### src/mem_macros.svh
`ifndef MEM_MACROS_SVH
`define MEM_MACROS_SVH

// cpu byte address width
`define MEM_AW 24

// on-chip ram size in 16-bit words
`define MEM_DEPTH_WORDS 2048

// apb register map
`define CFG_AW    8
`define CFG_CTRL  8'h00
`define CFG_WRCNT 8'h04

`endif

### src/mem_pkg.sv
`include "mem_macros.svh"

package mem_pkg;

    // byte address as seen by the cpu
    typedef logic [`MEM_AW-1:0] addr_t;

    // one ram word, byte lanes [15:8] odd and [7:0] even
    typedef logic [15:0] half_t;

    // cpu data, lowest address in [7:0]
    typedef logic [31:0] long_t;

    // access length, one-hot
    typedef logic [2:0] len_t;

    localparam len_t LEN_BYTE = 3'b001;
    localparam len_t LEN_WORD = 3'b010;
    localparam len_t LEN_LONG = 3'b100;

    // CTRL register layout, enable sits in bit 0
    typedef struct packed {
        logic [3:0] div;    // cen every div+1 clocks
        logic       enable;
    } ctrl_t;

    localparam ctrl_t CTRL_RESET = '{div: 4'd0, enable: 1'b1};

endpackage

### src/mem_cfg_apb.sv
`timescale 1ns/1ps
`include "mem_macros.svh"

module mem_cfg_apb (
    input  logic              clk,
    input  logic              rst,
    input  logic [`CFG_AW-1:0] paddr,
    input  logic              psel,
    input  logic              penable,
    input  logic              pwrite,
    input  logic [31:0]       pwdata,
    input  logic              wr_cycle,
    output logic [31:0]       prdata,
    output logic              pready,
    output logic              pslverr,
    output logic              cen
);

    mem_pkg::ctrl_t ctrl;
    logic [31:0]    wr_cnt;     // ram write cycles seen
    logic [3:0]     div_cnt;
    logic           setup;
    logic           access;
    logic           hit_ctrl;
    logic           hit_cnt;

    assign setup    = psel && !penable;
    assign access   = psel && penable;
    assign hit_ctrl = paddr == `CFG_CTRL;
    assign hit_cnt  = paddr == `CFG_WRCNT;
    assign pready   = 1'b1;
    assign cen      = ctrl.enable && div_cnt == 4'd0;

    always_ff @(posedge clk or posedge rst) begin
        if (rst) begin
            ctrl   <= mem_pkg::CTRL_RESET;
            wr_cnt <= 32'd0;
        end else begin
            if (access && pwrite && hit_ctrl)
                ctrl <= mem_pkg::ctrl_t'(pwdata[$bits(mem_pkg::ctrl_t)-1:0]);
            if (access && pwrite && hit_cnt)
                wr_cnt <= 32'd0;        // any write clears
            else if (wr_cycle)
                wr_cnt <= wr_cnt + 32'd1;
        end
    end

    // read data ready for the access phase
    always_ff @(posedge clk or posedge rst) begin
        if (rst) begin
            prdata  <= 32'd0;
            pslverr <= 1'b0;
        end else if (setup) begin
            pslverr <= !(hit_ctrl || hit_cnt);
            if (!pwrite && hit_ctrl)
                prdata <= 32'(ctrl);
            else if (!pwrite && hit_cnt)
                prdata <= wr_cnt;
            else
                prdata <= 32'd0;
        end else if (!access) begin
            prdata  <= 32'd0;
            pslverr <= 1'b0;
        end
    end

    // clock enable divider
    always_ff @(posedge clk or posedge rst) begin
        if (rst)
            div_cnt <= 4'd0;
        else if (!ctrl.enable)
            div_cnt <= 4'd0;    // restart at once when enabled
        else if (div_cnt == 4'd0)
            div_cnt <= ctrl.div;
        else
            div_cnt <= div_cnt - 4'd1;
    end

    // access phase always comes right after a setup phase
    a_penable_after_psel: assert property (@(posedge clk) disable iff (rst)
        $rose(penable) |-> psel && $past(psel));

endmodule

### config.mk
export PLATFORM = sky130hd
export DESIGN_NAME = mem_cfg_apb
export DESIGN_NICKNAME = d
export VERILOG_FILES = /design/src/mem_pkg.sv /design/src/mem_cfg_apb.sv
export VERILOG_INCLUDE_DIRS = /design/src
export SDC_FILE = /design/constraint.sdc
export NUM_CORES = 1
export LEC_CHECK = 0
export BUFFER_PORTS_ARGS = -buffer_cell sky130_fd_sc_hd__buf_2
export CAP_MARGIN = 20
export CORE_MARGIN = 8
export CORE_UTILIZATION = 45
export DETAILED_ROUTE_END_ITERATION = 16
export PLACE_DENSITY_LB_ADDON = 0.2
export SLEW_MARGIN = 20
export SYNTH_ARGS = -nofsm -noshare
export SYNTH_HDL_FRONTEND = slang
export SYNTH_SLANG_ARGS = --single-unit
### constraint.sdc
create_clock -name clk -period 4.56 [get_ports clk]
set_input_delay 0.912 -clock clk [delete_from_list [all_inputs] [get_ports clk]]
set_output_delay 0.912 -clock clk [all_outputs]
set_load 0.03 [all_outputs]
* Yosys cells after proc, flatten, opt, wreduce, memory -nomap -nowiden
Index checks and enable logic that the tools add are counted.
** Operators by class
- Order comparisons :: 0
- Add/subtract/negate cells :: 2
- Multiply operators :: 0
- Reductions and logical operators :: 15
- Equal/unequal tests :: 2
- Multiplexer cells :: 10
- Divide/modulo/power cells :: 0
- Shift-type cells :: 0
- Bitwise operators :: 0
** Operators with widths (number)
- $mux 32 :: 6
- $add 32x1->32 const B :: 1
- $eq 8x3->1 const B :: 1
- $logic_and 1x1->1 :: 8
- $logic_not 8->1 :: 1
- $mux 4 :: 2
- $logic_not 4->1 :: 1
- $sub 4x1->4 const B :: 1
- $logic_not 1->1 :: 3
- $mux 1 :: 2
- $ne 2x2->1 const B :: 1
- $reduce_bool 2->1 :: 1
- $logic_or 1x1->1 :: 1
** Word-level totals
- Output and inout port bits :: 35
- Memory bits (writable) :: 0
- Register bits after elaboration :: 74
- Logic and storage cells :: 35
- Memories kept :: 0
- Bits in latches :: 0
- Bits of input ports :: 46
- Bits in read-only memories :: 0

* Longest topological paths before layout
- Depth after elaboration :: 5
- Mapped depth :: 7
- Mapped depth without buffers :: 6

* Least setup slack after synthesis
Ideal clock, no wire load.
- Path kind :: input port to flip-flop
- Start point :: in wr_cycle
- End point :: reg wr_cnt[28]
- Required time :: 4.482 ns
- Stages :: 6
- Setup time :: 0.078 ns
- Path buffers :: 2
- Setup slack :: 2.046 ns
- Data arrival time :: 2.436 ns
- Cell sequence :: buf_2 > nand3_1 > or4_4 > buf_6 > or4_1 > a21oi_1
** On the way
- Longest elaborated chain between the ends :: 1
** Ends and longest elaborated chain
- start: declaration :: RTL line mem_cfg_apb.sv:12 : input logic wr_cycle,
- $reduce_bool 2->1 (no source line)
- end signal: assignment :: RTL line mem_cfg_apb.sv:44 : wr_cnt <= wr_cnt + 32'd1;
- end: declaration :: RTL line mem_cfg_apb.sv:20 : logic [31:0] wr_cnt;
Every way passes these cells.
A chain may end at the register's enable or synchronous reset.

* Worst setup path after layout
- Start point :: reg div_cnt[0]
- End point :: out cen
** On the way
- Longest elaborated chain between the ends :: 2
** Ends and longest elaborated chain
- start: declaration :: RTL line mem_cfg_apb.sv:21 : logic [3:0] div_cnt;
- start signal: assignment :: RTL line mem_cfg_apb.sv:74 : div_cnt <= ctrl.div;
- start signal: assignment :: RTL line mem_cfg_apb.sv:76 : div_cnt <= div_cnt - 4'd1;
- $logic_not 4->1 :: RTL line mem_cfg_apb.sv:32 : assign cen = ctrl.enable && div_cnt == 4'd0;
- $logic_and 1x1->1 :: RTL line mem_cfg_apb.sv:32
- end: declaration :: RTL line mem_cfg_apb.sv:16 : output logic cen
Every way passes these cells.

==> metrics.cfg <==
[routing]
vias_per_cell = 5.614
vias = 2560
drt_iter0_drc = 80
drtAntennaViolNets = 0
met3_wirelength_um = 348
drt_first_pass_iters = 5
route.detailed.wl_per_inst_um = 15.43
highest_layer = met4
drc_errors = 0
routed_wirelength_mm = 7.038
met1_length_mm = 3.148
met2RoutedLength_mm = 3.418

[clocking]
path_clk_slew_ns = 0.08
cts_tree = done
h-tree-depth = 3
clk_latency_ns = 0.35
postCtsHoldBufs = 0
cts_resized = 0
cts.sinks = 74
clock-root-buffer = clkbuf_8
cts_made_buffers = 9
ctsLongestPathBuffers = 2
postCtsSetupBuffers = 0

[timing]
layout_setup_ws_ns = 2.001
min_period_ns = 2.559
grt_setup_unrepaired = false
timing.fmax_ghz = 0.3908
hold_violations = 0
fin_crit_sh_pct = 56.11
slew_headroom_pct = 43.03
setup_tns_ns = 0
setup_viol = 0
slew_violations = 0
worst_pin_slew_ns = 0.8528
finClkSkew_ns = 0.01002

[yosys]
synth_edf_count = 0
synth_compound_area_share_pct = 17.12
synth.distinct_cells = 40
synth_top_family_by_area = compound AO/OA/AOI/OAI gates
ys.flop_type = dfrtp_1
synthMuxAreaShare_pct = 3.477
yosysSeqAreaShare_pct = 55.36
synth_cells = 307
yosysWarnings = 0
synth_fa_ha_area_share_pct = 1.121
synth-simple-area-share_pct = 16.19
synth_area_sq_mm = 0.003347
avgSynthCellArea_sq_um = 10.90
synth.net_count = 356
synth-async-reset-ratio_pct = 100.0
synth_xor_area_share_pct = 2.879
synth_seq_cells = 74

[power]
power_leakage_nw = 1.822
comb_power_share_pct = 8.2
power.internal_mw = 0.9842
p_sw_share_pct = 26.34
p_clk_share_pct = 37.3
vdd_drop_max_mv = 0.1837
p_switching_mw = 0.3519
pwr-share-seq_pct = 54.4
pwr_density_cell_mw_per_mm2 = 345.7

[floorplanning]
core-area_sq_mm = 0.007214
dieWidth_um = 102.2
die_area_sq_mm = 0.01045
rows = 31
io_pins = 81
die_height_um = 102.2
start_util_pct = 46.39

[worst_setup_path]
path_class = register to output pin
worstReg2RegEnd = wr_cnt[27]
ff2ff_path_depth = 4
crit_path_end_kind = output pin
path_max_fanout = 7
rrSetupSlack_ns = 2.09
cp.required_ns = 3.65
startpoint_type = register
r2r-start = wr_cnt[12]
cp_data_arrival_time_ns = 1.65
critPathLaunch = div_cnt[0]

[layout]
final_common_cell = dfrtp_1
final_util_pct = 53.57
fillers = 687
finalInstanceArea_sq_mm = 0.003865
layout.cells.non_filler = 456
drive_gt1_share_pct = 23.53
syn2layout_area_growth_pct = 15.48
antenna_cells = 0
layout_common_cells = dfrtp_1 (73), buf_2 (52), a22o_1 (27), a21oi_1 (22), nand2_1 (17)
fin_nets = 401

[global_routing]
grt_max_degree = 47
antenna_found_initial = 0
grt_pass1_wl_mm = 12.01
grt_pass1_vias = 2578
grt_usage_pct = 14.39
grt_overflow = 0

[worst_hold_path]
min_path_type = register to register
min_path_cells = 2
min_to = prdata[2]
min_from = prdata[2]

[outcome]
status = finished clean

[place]
hpwl_mm = 4.748
dpl.cell_count = 440
pre_cts_ws_ns = 1.616
place.gp.congestion = 0.7394
placed_area_sq_mm = 0.003670
port_buffers = 52

[flow_run]
maxCapViolations = 0

## Yosys cell counts, drive strengths merged (3+ instances only)
| cell type | instances | area (sq um) |
|---|---|---|
| a21oi | 22 | 110.1 |
| a22o | 27 | 236.5 |
| and3 | 3 | 18.77 |
| buf | 3 | 23.77 |
| clkbuf | 18 | 67.56 |
| dfrtp | 73 | 1827 |
| ha | 3 | 37.54 |
| inv | 9 | 33.78 |
| mux2 | 5 | 56.30 |
| mux2i | 6 | 60.06 |
| nand2 | 17 | 63.81 |
| nand3 | 9 | 45.04 |
| nand4 | 7 | 50.05 |
| nor2 | 15 | 56.30 |
| nor2b | 3 | 18.77 |
| nor3 | 8 | 40.04 |
| nor3b | 4 | 30.03 |
| o21ai | 10 | 50.05 |
| o31ai | 14 | 105.1 |
| or3 | 5 | 31.28 |
| or4 | 16 | 123.9 |
| xnor2 | 8 | 70.07 |
| xor2 | 3 | 26.28 |
## worst max-delay path, stage by stage, from the launching register on
cell      delay (ns)
dfrtp_1         0.41
inv_1           0.09
ha_1            0.19
nand2b_1        0.17
nor3b_1         0.22
buf_2           0.23
## final cells by class
type / instances / area (sq um) / share of cell area, %
Tap cell: 99 / 123.9 / 3.205
Multi-Input combinational cell: 203 / 1378 / 35.64
Clock inverter: 7 / 70.07 / 1.813
Sequential cell: 74 / 1853 / 47.94
Inverter: 9 / 33.78 / 0.8741
Clock buffer: 9 / 123.9 / 3.205
Timing Repair Buffer: 55 / 282.8 / 7.316
## worst max path at each step
stage	endpoint
2_1_floorplan	ctrl[1]
3_3_place_gp	ctrl[3]
3_5_place_dp	ctrl[3]
4_1_cts	ctrl[2]
5_1_grt	ctrl[2]
6_report	cen
## power by group through the flow
stage                     combinational, mW  clock [mW]  sequential (mW)
after floorplan                      0.0852           0            0.730
after global placement                0.107           0            0.739
after detailed placement              0.112           0            0.739
after CTS                             0.113       0.511            0.728
after global routing                  0.129       0.536            0.733
final                                 0.110       0.498            0.727
## cells by family (layout without fill, tap and decap cells)
logic type,count (synthesis),in the layout
AND/OR/NAND/NOR,96,96
other,1,1
flip-flops,74,74
adder cells (fa/ha/maj),3,3
XOR/XNOR,11,11
AO/OA/AOI/OAI,81,81
multiplexers,11,11
buffers and inverters,30,80
## routing by layer
metal / vias to the layer above / track usage (%)
li1: 1227 / -
met1: 1274 / 17.20
met2: 50 / 24.04
met3: 9 / 3.202
met4: 0 / 6.772
met5: - / 0
## flip-flops by register name, summed over array words and instances (netlist names)
name,cells
ctrl,5
pslverr,1
prdata,32
div_cnt,4
wr_cnt,32
## per-stage QoR
| stage | hold slack, ns | power [mW] |
|---|---|---|
| after global routing | 0.5147 | 1.398 |
| after global placement | 0.4752 | 0.8463 |
| after CTS | 0.4896 | 1.352 |
| after detailed placement | 0.4713 | 0.8508 |
| after floorplan | 0.4797 | 0.8153 |
| final | 0.4874 | 1.336 |
No activity file was read; power rests on OpenSTA's default activity.
