<file path="config.mk">
export PLATFORM = sky130hd
export DESIGN_NAME = ram_ctl_flat
export DESIGN_NICKNAME = d
export VERILOG_FILES = /design/src/mem_pkg.sv /design/src/mem_bus_if.sv /design/src/ram_ctl.sv /design/src/flat_wrapper.sv
export VERILOG_INCLUDE_DIRS = /design/src
export SDC_FILE = /design/constraint.sdc
export NUM_CORES = 1
export LEC_CHECK = 0
export BUFFER_PORTS_ARGS = -buffer_cell sky130_fd_sc_hd__buf_2
export CAP_MARGIN = 25
export CELL_PAD_IN_SITES_DETAIL_PLACEMENT = 1
export CELL_PAD_IN_SITES_GLOBAL_PLACEMENT = 1
export CORE_MARGIN = 2
export CORE_UTILIZATION = 44
export DETAILED_ROUTE_END_ITERATION = 10
export GPL_TIMING_DRIVEN = 0
export PLACE_DENSITY = 0.91
export RECOVER_POWER = 25
export SETUP_SLACK_MARGIN = 0.4
export SLEW_MARGIN = 20
export SYNTH_ARGS = -nofsm -noshare
export SYNTH_HDL_FRONTEND = slang
export SYNTH_SLANG_ARGS = --single-unit
</file>
<file path="constraint.sdc">
create_clock -name clk -period 5.55 [get_ports clk]
set_input_delay 1.11 -clock clk [delete_from_list [all_inputs] [get_ports clk]]
set_output_delay 1.11 -clock clk [all_outputs]
set_load 0.005 [all_outputs]
</file>
<file path="src/mem_macros.svh">
`ifndef MEM_MACROS_SVH
`define MEM_MACROS_SVH

// cpu byte address width
`define MEM_AW 24

// on-chip ram size in 16-bit words
`define MEM_DEPTH_WORDS 2048

// apb register map
`define CFG_AW    8
`define CFG_CTRL  8'h00
`define CFG_WRCNT 8'h04

`endif

</file>
<file path="src/mem_pkg.sv">
`include "mem_macros.svh"

package mem_pkg;

    // byte address as seen by the cpu
    typedef logic [`MEM_AW-1:0] addr_t;

    // one ram word, byte lanes [15:8] odd and [7:0] even
    typedef logic [15:0] half_t;

    // cpu data, lowest address in [7:0]
    typedef logic [31:0] long_t;

    // access length, one-hot
    typedef logic [2:0] len_t;

    localparam len_t LEN_BYTE = 3'b001;
    localparam len_t LEN_WORD = 3'b010;
    localparam len_t LEN_LONG = 3'b100;

    // CTRL register layout, enable sits in bit 0
    typedef struct packed {
        logic [3:0] div;    // cen every div+1 clocks
        logic       enable;
    } ctrl_t;

    localparam ctrl_t CTRL_RESET = '{div: 4'd0, enable: 1'b1};

endpackage

</file>
<file path="src/mem_bus_if.sv">
`timescale 1ns/1ps

// 16-bit on-chip ram bus, no wait states
interface mem_bus_if;

    mem_pkg::addr_t addr;   // byte address, word taken from addr[23:1]
    mem_pkg::half_t din;
    mem_pkg::half_t dout;   // same-cycle read data
    logic [1:0]     we;     // lane mask, [1] upper byte

    // controller side
    modport ctl (
        output addr,
        output din,
        output we,
        input  dout
    );

    // memory side
    modport mem (
        input  addr,
        input  din,
        input  we,
        output dout
    );

endinterface

</file>
<file path="src/ram_ctl.sv">
`timescale 1ns/1ps

module ram_ctl (
    input  logic           clk,
    input  logic           rst,
    input  logic           cen,
    input  logic           ldram_en,
    input  mem_pkg::addr_t idx_addr,
    input  mem_pkg::addr_t xsp,
    input  mem_pkg::addr_t pc,
    input  logic           sel_xsp,
    input  logic           data_sel,
    input  mem_pkg::long_t alu_dout,
    input  logic           idx_wr,
    input  mem_pkg::len_t  len,
    output mem_pkg::long_t dout,
    output logic           ram_rdy,
    output logic           wr_cycle,
    mem_bus_if.ctl         bus
);

    mem_pkg::addr_t req_addr;
    mem_pkg::addr_t eff_addr;
    mem_pkg::long_t eff_data;

    // read window of four bytes from win_addr on
    mem_pkg::addr_t win_addr;
    mem_pkg::half_t win_lo;     // bytes 0 and 1
    mem_pkg::half_t win_hi;     // bytes 2 and 3
    logic [3:0]     win_ok;
    logic [3:0]     fill;       // bytes still waiting for ram
    mem_pkg::addr_t fetch_addr;
    logic [3:0]     got;
    logic [7:0]     lane [4];
    logic           hit;
    logic           rd_go;
    logic           slide1, slide2, slide3;

    // write splitter
    logic           wr_start;
    logic           wr_busy;
    logic [1:0]     wr_step;
    logic [1:0]     wr_last;
    mem_pkg::addr_t wr_addr;
    mem_pkg::long_t wr_data;
    mem_pkg::len_t  wr_len;
    mem_pkg::half_t wr_din;
    logic [1:0]     wr_mask;
    logic [1:0]     ram_we;

    assign req_addr = ldram_en ? idx_addr : pc;
    assign eff_addr = sel_xsp ? xsp : idx_addr;
    assign eff_data = data_sel ? mem_pkg::long_t'(pc) : alu_dout;

    assign hit     = win_ok == 4'hf && win_addr == req_addr;
    assign ram_rdy = hit && !wr_busy && !idx_wr;
    assign dout    = {win_hi, win_lo};

    assign wr_start = cen && idx_wr && !wr_busy;
    assign rd_go    = cen && !wr_busy && !idx_wr;

    // forward moves that keep part of the window
    assign slide1 = req_addr == win_addr + mem_pkg::addr_t'(1) && win_ok[3:1] == 3'b111;
    assign slide2 = req_addr == win_addr + mem_pkg::addr_t'(2) && win_ok[3:2] == 2'b11;
    assign slide3 = req_addr == win_addr + mem_pkg::addr_t'(3) && win_ok[3];

    // which pending bytes live in the word at fetch_addr
    always_comb begin
        mem_pkg::addr_t baddr;
        for (int i = 0; i < 4; i++) begin
            baddr   = win_addr + mem_pkg::addr_t'(i);
            got[i]  = fill[i] && (baddr >> 1) == (fetch_addr >> 1);
            lane[i] = baddr[0] ? bus.dout[15:8] : bus.dout[7:0];
        end
    end

    // number of ram cycles minus one
    always_comb begin
        if (wr_len == mem_pkg::LEN_LONG)
            wr_last = wr_addr[0] ? 2'd2 : 2'd1;
        else if (wr_len == mem_pkg::LEN_WORD)
            wr_last = {1'b0, wr_addr[0]};
        else
            wr_last = 2'd0;
    end

    // lane data per write step with odd bytes replicated
    always_comb begin
        wr_din  = wr_data[15:0];
        wr_mask = 2'b11;
        if (!wr_addr[0]) begin
            if (wr_step == 2'd0) begin
                wr_din  = wr_data[15:0];
                wr_mask = wr_len == mem_pkg::LEN_BYTE ? 2'b01 : 2'b11;
            end else begin
                wr_din  = wr_data[31:16];
                wr_mask = 2'b11;
            end
        end else begin
            case (wr_step)
                2'd0: begin
                    wr_din  = {2{wr_data[7:0]}};
                    wr_mask = 2'b10;
                end
                2'd1: begin
                    if (wr_len == mem_pkg::LEN_WORD) begin
                        wr_din  = {2{wr_data[15:8]}};
                        wr_mask = 2'b01;
                    end else begin
                        wr_din  = wr_data[23:8];
                        wr_mask = 2'b11;
                    end
                end
                default: begin
                    wr_din  = {2{wr_data[31:24]}};
                    wr_mask = 2'b01;
                end
            endcase
        end
    end

    assign ram_we   = (wr_busy && cen) ? wr_mask : 2'b00;
    assign wr_cycle = ram_we != 2'b00;

    assign bus.we   = ram_we;
    assign bus.din  = wr_din;
    assign bus.addr = wr_busy ? wr_addr + mem_pkg::addr_t'({wr_step, 1'b0}) : fetch_addr;

    always_ff @(posedge clk or posedge rst) begin
        if (rst) begin
            win_addr   <= '0;
            win_ok     <= 4'h0;
            fill       <= 4'h0;
            fetch_addr <= '0;
            wr_busy    <= 1'b0;
            wr_step    <= 2'd0;
        end else if (cen) begin
            if (wr_start) begin
                wr_busy <= 1'b1;
                wr_step <= 2'd0;
                win_ok  <= 4'h0;   // window may hold old bytes
                fill    <= 4'h0;
            end else if (wr_busy) begin
                if (wr_step == wr_last) begin
                    wr_busy <= 1'b0;
                    wr_step <= 2'd0;
                end else begin
                    wr_step <= wr_step + 2'd1;
                end
            end else if (fill != 4'h0) begin
                win_ok     <= win_ok | got;
                fill       <= fill & ~got;
                fetch_addr <= fetch_addr + mem_pkg::addr_t'(2);
            end else if (!hit) begin
                win_addr <= req_addr;
                if (slide1) begin
                    fetch_addr <= req_addr + mem_pkg::addr_t'(3);
                    fill       <= 4'b1000;
                    win_ok     <= 4'b0111;
                end else if (slide2) begin
                    fetch_addr <= req_addr + mem_pkg::addr_t'(2);
                    fill       <= 4'b1100;
                    win_ok     <= 4'b0011;
                end else if (slide3) begin
                    fetch_addr <= req_addr + mem_pkg::addr_t'(1);
                    fill       <= 4'b1110;
                    win_ok     <= 4'b0001;
                end else begin
                    fetch_addr <= req_addr;   // full reload
                    fill       <= 4'b1111;
                    win_ok     <= 4'b0000;
                end
            end
        end
    end

    always_ff @(posedge clk) begin
        if (wr_start) begin
            wr_addr <= eff_addr;
            wr_data <= eff_data;
            wr_len  <= len;
        end
        if (rd_go) begin
            if (got[0]) win_lo[7:0]  <= lane[0];
            if (got[1]) win_lo[15:8] <= lane[1];
            if (got[2]) win_hi[7:0]  <= lane[2];
            if (got[3]) win_hi[15:8] <= lane[3];
            if (fill == 4'h0 && !hit) begin
                if (slide1)
                    {win_hi, win_lo} <= {8'd0, win_hi, win_lo[15:8]};
                else if (slide2)
                    win_lo <= win_hi;
                else if (slide3)
                    win_lo[7:0] <= win_hi[15:8];
            end
        end
    end

    // strobes stop at the last step of the split
    a_we_in_write: assert property (@(posedge clk) disable iff (rst)
        bus.we != 2'b00 |-> wr_busy && wr_step <= wr_last);

    // window stays empty during a write so ram_rdy cannot rise on old bytes
    a_no_rdy_in_write: assert property (@(posedge clk) disable iff (rst)
        wr_busy |-> win_ok == 4'h0 && fill == 4'h0);

endmodule

</file>
<file path="src/flat_wrapper.sv">
// flat-port wrapper written by rule: the top's interface ports become plain ports
module ram_ctl_flat 
  (clk, rst, cen, ldram_en, idx_addr, xsp, pc, sel_xsp, data_sel, alu_dout, idx_wr, len, dout, ram_rdy, wr_cycle, bus_addr, bus_din, bus_we, bus_dout);
  mem_bus_if bus_i ();
  input  logic clk;
  input  logic rst;
  input  logic cen;
  input  logic ldram_en;
  input  mem_pkg::addr_t idx_addr;
  input  mem_pkg::addr_t xsp;
  input  mem_pkg::addr_t pc;
  input  logic sel_xsp;
  input  logic data_sel;
  input  mem_pkg::long_t alu_dout;
  input  logic idx_wr;
  input  mem_pkg::len_t len;
  output mem_pkg::long_t dout;
  output logic ram_rdy;
  output logic wr_cycle;
  output wire logic [$bits(bus_i.addr)-1:0] bus_addr;
  output wire logic [$bits(bus_i.din)-1:0] bus_din;
  output wire logic [$bits(bus_i.we)-1:0] bus_we;
  input wire logic [$bits(bus_i.dout)-1:0] bus_dout;
  assign bus_addr = bus_i.addr;
  assign bus_din = bus_i.din;
  assign bus_we = bus_i.we;
  assign bus_i.dout = bus_dout;
  ram_ctl u_core (.clk(clk), .rst(rst), .cen(cen), .ldram_en(ldram_en), .idx_addr(idx_addr), .xsp(xsp), .pc(pc), .sel_xsp(sel_xsp), .data_sel(data_sel), .alu_dout(alu_dout), .idx_wr(idx_wr), .len(len), .dout(dout), .ram_rdy(ram_rdy), .wr_cycle(wr_cycle), .bus(bus_i));
endmodule
</file>
# After elaboration in Yosys (flattened, before gate mapping)
# Cells that the tools add are included.
# op_classes
muxes	57
n_mul	0
n_bitwise	7
reduce_logical	28
order_cmp	0
addsub	9
shift	0
eq_ne	19
div_mod_pow	0
# op_table
operator	n
24-bit 2-to-1 mux	9
24-bit by 2-bit adder with 24-bit output, second input constant	5
16-bit 2-to-1 mux	7
24-bit == test	4
23-bit == test	4
8-bit 2-to-1 mux	11
24-bit by 1-bit adder with 24-bit output, second input constant	2
4-bit 2-to-1 mux	12
16-bit one-hot mux with 2 select lines	1
24-bit by 3-bit adder with 24-bit output	1
2-bit 2-to-1 mux	10
1-bit logical AND	16
3-bit == test, second input constant	2
1-bit 2-to-1 mux	6
5-bit AND reduction	1
4-bit AND	1
4-bit == test, second input constant	1
4-bit logical NOT	1
1-bit NOT	4
4-bit NOT	1
4-bit OR	1
2-bit one-hot mux with 2 select lines	1
4-bit AND reduction	1
2-bit nonzero test	2
14 further kinds	16
# totals
elab_cells	132
register_bits	150
romBits	0
ramBits	0
latch_bits	0
out_inout_bits	76
mem_count	0

# Longest topological paths before layout
# logic_depth
depth_word	10
ltp_mapped	16
mapped_depth_nobuf	12

# Worst setup path before layout
# No wires, ideal clock.
# synth_timing
kind	input port to output port
from	input port ldram_en
to	output port ram_rdy
required_time_ps	4440
t_arrival_ps	3347
path_slack_ps	1093
stages	10
path_cell_list	buf_2 > buf_6 > buf_6 > buf_2 > mux2i_1 > xnor2_1 > nor4_1 > nand4_1 > nor3_1 > nor3b_1
# synth_between
elab_chain_cells	5
# synth_rtl
element	line	source
start: declaration	flat_wrapper.sv:8	input logic ldram_en;
24-bit 2-to-1 mux	ram_ctl.sv:51	assign req_addr = ldram_en ? idx_addr : pc;
24-bit == test	ram_ctl.sv:55	assign hit = win_ok == 4'hf && win_addr == req_addr;
1-bit logical AND	ram_ctl.sv:55	
1-bit logical AND (2 in a row)	ram_ctl.sv:56	assign ram_rdy = hit && !wr_busy && !idx_wr;
end: declaration	flat_wrapper.sv:18	output logic ram_rdy;
# No other way between the ends.

# Final worst setup path
# Same ends and word-level chain as after synthesis.

==> flow_metrics.py <==
metrics = {
    "clock_tree": {
        "clk_pin_slew_ps": 80,
        "numClockSinks": 150,
        "cts_tree": "built",
        "cts_buffers": 17,
        "cts_max_level": 4,
        "clk_path_buf_depth": 2,
        "clk_latency_ps": 450,
        "cts_root_buffer": "clkbuf_16",
    },
    "yosys": {
        "syn_area_sq_um": 13090,
        "yosysTopAreaCellShare_pct": 20.88,
        "synthArstFlopShare_pct": 39.33,
        "syn_nets": 1677,
        "synthDistinctLibCells": 82,
        "synth_seq_area_share_pct": 32.16,
        "synth-seq-cells": 150,
        "yosys-top-cells-area": "edfxtp_1 21%, dfrtp_1 11%, mux2_2 7.0%, xnor2_1 6.8%, nand2_1 4.7%",
        "syn_inst": 1532,
        "ys.flop_type": "edfxtp_1",
        "yosysTopAreaCell": "edfxtp_1",
        "synth_area_per_cell_sq_um": 8.544,
        "yosys_warnings": 0,
        "synth_edf_count": 91,
    },
    "setup_path": {
        "crit_path_end_kind": "primary output",
        "crit_type": "input port to primary output",
        "worstPathMaxFanout": 10,
        "startpoint": "ldram_en",
        "start_kind": "input port",
        "worstPathRequired_ps": 4440,
        "reg2reg_from": "u_core.win_addr[1]",
        "critPathArrivalTime_ps": 4120,
    },
    "layout": {
        "mostFrequentLayoutCell": "buf_2",
        "nets": 1920,
        "drive_above_1_share_pct": 23.49,
        "nFillCells": 3591,
        "finalInstanceArea_sq_um": 15640,
        "register_area_sq_um": 4209,
        "layout_common_cells": "218 x buf_2, 164 x nand2_1, 119 x nor2_1, 101 x xnor2_1, 91 x edfxtp_1",
        "area_delta_synth_final_pct": 19.47,
        "multi_input_area_sq_um": 8605,
    },
    "routing": {
        "drt_iter0_markers": 1656,
        "wl_per_cell_um": 28.60,
        "via_per_inst": 6.873,
        "wirelength_mm": 62.33,
        "vias": 14980,
        "drt_pass1_iterations": 6,
        "drc_errors": 0,
        "detail-route-antenna-nets": 0,
    },
    "grt": {
        "grt-ovfl-total": 0,
        "grt_pass1_wl_mm": 91.89,
        "grt_pass1_vias": 14920,
        "grt_max_degree": 42,
        "grt_usage_pct": 39.15,
        "antenna_found_initial": 5,
    },
    "die": {
        "num_rows": 63,
        "die_w_um": 176.5,
        "fp.coreArea_sq_um": 29480,
        "initial_utilization_pct": 44.40,
        "die_h_um": 176.5,
        "dieArea_sq_um": 31140,
        "io_pins": 206,
    },
    "timing": {
        "period_share_pct": 94.22,
        "min_period_ps": 5229,
        "fmax_ghz": 0.1912,
        "worst_pin_slew_ps": 2680,
        "finalMaxSlewViolations": 42,
        "relSlewSlack_pct": -78.65,
        "setup_tns_ps": 0,
        "fin_skew_ps": 20.17,
        "grt_setup_unrepaired": "true",
        "setup_violations": 0,
        "finalHoldViolCount": 0,
    },
    "hold_path": {
        "hp-start": "u_core.win_ok[0]",
        "hold_path.class": "flop to flop",
    },
    "power": {
        "pwr_density_cell_nw_per_um2": 481.3,
        "ir_worst_vdd_uv": 273.9,
        "p_leak_uw": 0.005860,
    },
    "status": {
        "status": "complete, but fails checks",
        "violations": "max-capacitance violations, max-slew violations",
    },
    "placement": {
        "port_buffers": 203,
        "placed_cell_area_sq_um": 14730,
        "routabilityCongestion": 1.043,
        "hpwl_mm": 45.87,
    },
    "job": {
        "drv_cap": 1,
    },
}
[flip-flops by register name (all words and copies together), names as in the netlist]
| register | flops |
|---|---|
| u_core.wr_data | 32 |
| u_core.fetch_addr | 24 |
| u_core.wr_busy | 1 |
| u_core.win_ok | 4 |
| u_core.wr_len | 3 |
| u_core.fill | 4 |
| u_core.win_lo | 16 |
| u_core.win_hi | 16 |
| u_core.wr_step | 2 |
| u_core.win_addr | 24 |
| u_core.wr_addr | 24 |
[power by group]
part	switching, uW	internal, uW
combinational	3010	1510
clock	603	642
sequential	290	1470
total	3900	3630
[area by class of cell]
type                    instances  share of cell area (%)
clock inverters                15                   1.048
clock buffers                  17                   2.720
inverters                      24                  0.5841
multi-input cells            1261                   55.02
plain buffers                  97                   2.832
flip-flops and latches        150                   26.92
repair buffers                224                   7.737
well taps                     390                   3.120
diodes                          1                 0.01600
[through the flow]
stage               total power (uW)  setup WS (ps)  cells  hold WS, ps  util (%)
finish                          7527          320.6   2179        490.8     53.04
global route                    7810          332.5   2178        540.4     53.03
floorplan                       4385           1093   1532        450.6         -
CTS                             7272          403.2   2167        494.6     52.52
global placement                5785         -611.5   2125        469.2     49.50
detailed placement              5954         -706.3   2132        476.1     49.97
[final timing paths]
| path | to | slack (ps) | depth (start not counted) |
|---|---|---|---|
| worst max-delay path | ram_rdy | 320 | 10 |
| worst min-delay path | u_core.win_ok[0] | 490 | 2 |
| worst max register to register | u_core.win_hi[8] | 440 | 12 |
| worst min register to register | u_core.win_ok[0] | 490 | 2 |
| max in group asynchronous | u_core.fill[3] | 1790 | 3 |
| min in group asynchronous | u_core.win_addr[21] | 800 | 2 |
[kinds of logic (layout without fill, tap and decap cells)]
family | after synthesis | after routing | synth area share (%)
simple gates | 632 | 632 | 25.00
compound gates | 318 | 318 | 15.27
xor+xnor | 166 | 166 | 11.21
flops | 150 | 150 | 32.16
mux | 130 | 130 | 10.90
buf+inv | 121 | 377 | 3.977
fa+ha+maj | 15 | 15 | 1.491
other cells | 0 | 1 | 0
[cells in the mapped netlist, drive strengths merged (9+ instances only)]
library cell,count
nand2,166
nor2,120
xnor2,102
o21ai,95
edfxtp,91
a21oi,81
mux2,81
nand3,76
xor2,63
clkbuf,61
dfrtp,59
nor3,56
mux2i,49
nor4,41
nand4,38
buf,36
and3,29
a211oi,24
inv,24
nor2b,23
or4,19
a31oi,15
ha,14
o22ai,14
o31ai,13
or3,10
a41oi,9
[worst max-delay path, stage by stage]
cell and delay [ps]:
buf_2 160, buf_6 230, mux2i_1 760, xnor2_1 340, buf_4 270, nor4_1 240, nand4b_1 190, nor3_4 390
nor3b_1 250, buf_2 170
[routing by layer]
| metal | global-route usage [%] | vias to the layer above | wire (um) |
|---|---|---|---|
| met1 | 49.99 | 7334 | 23370 |
| met2 | 62.61 | 1119 | 28500 |
| met3 | 7.795 | 352 | 6493 |
| met4 | 20.87 | 6 | 3922 |
| met5 | 0 | - | 39 |
| li1 | - | 6166 | - |
[what timing repair did]
| item | in CTS | in global routing |
|---|---|---|
| resized for setup | 28 | 14 |
| hold buffers | 0 | 0 |
| buffers inserted | 3 | 9 |
| endpoints found under the setup margin | 86 | 59 |
| pin swaps | 2 | 3 |
| gates cloned | 0 | 0 |
(Power assumes the default switching activity.)
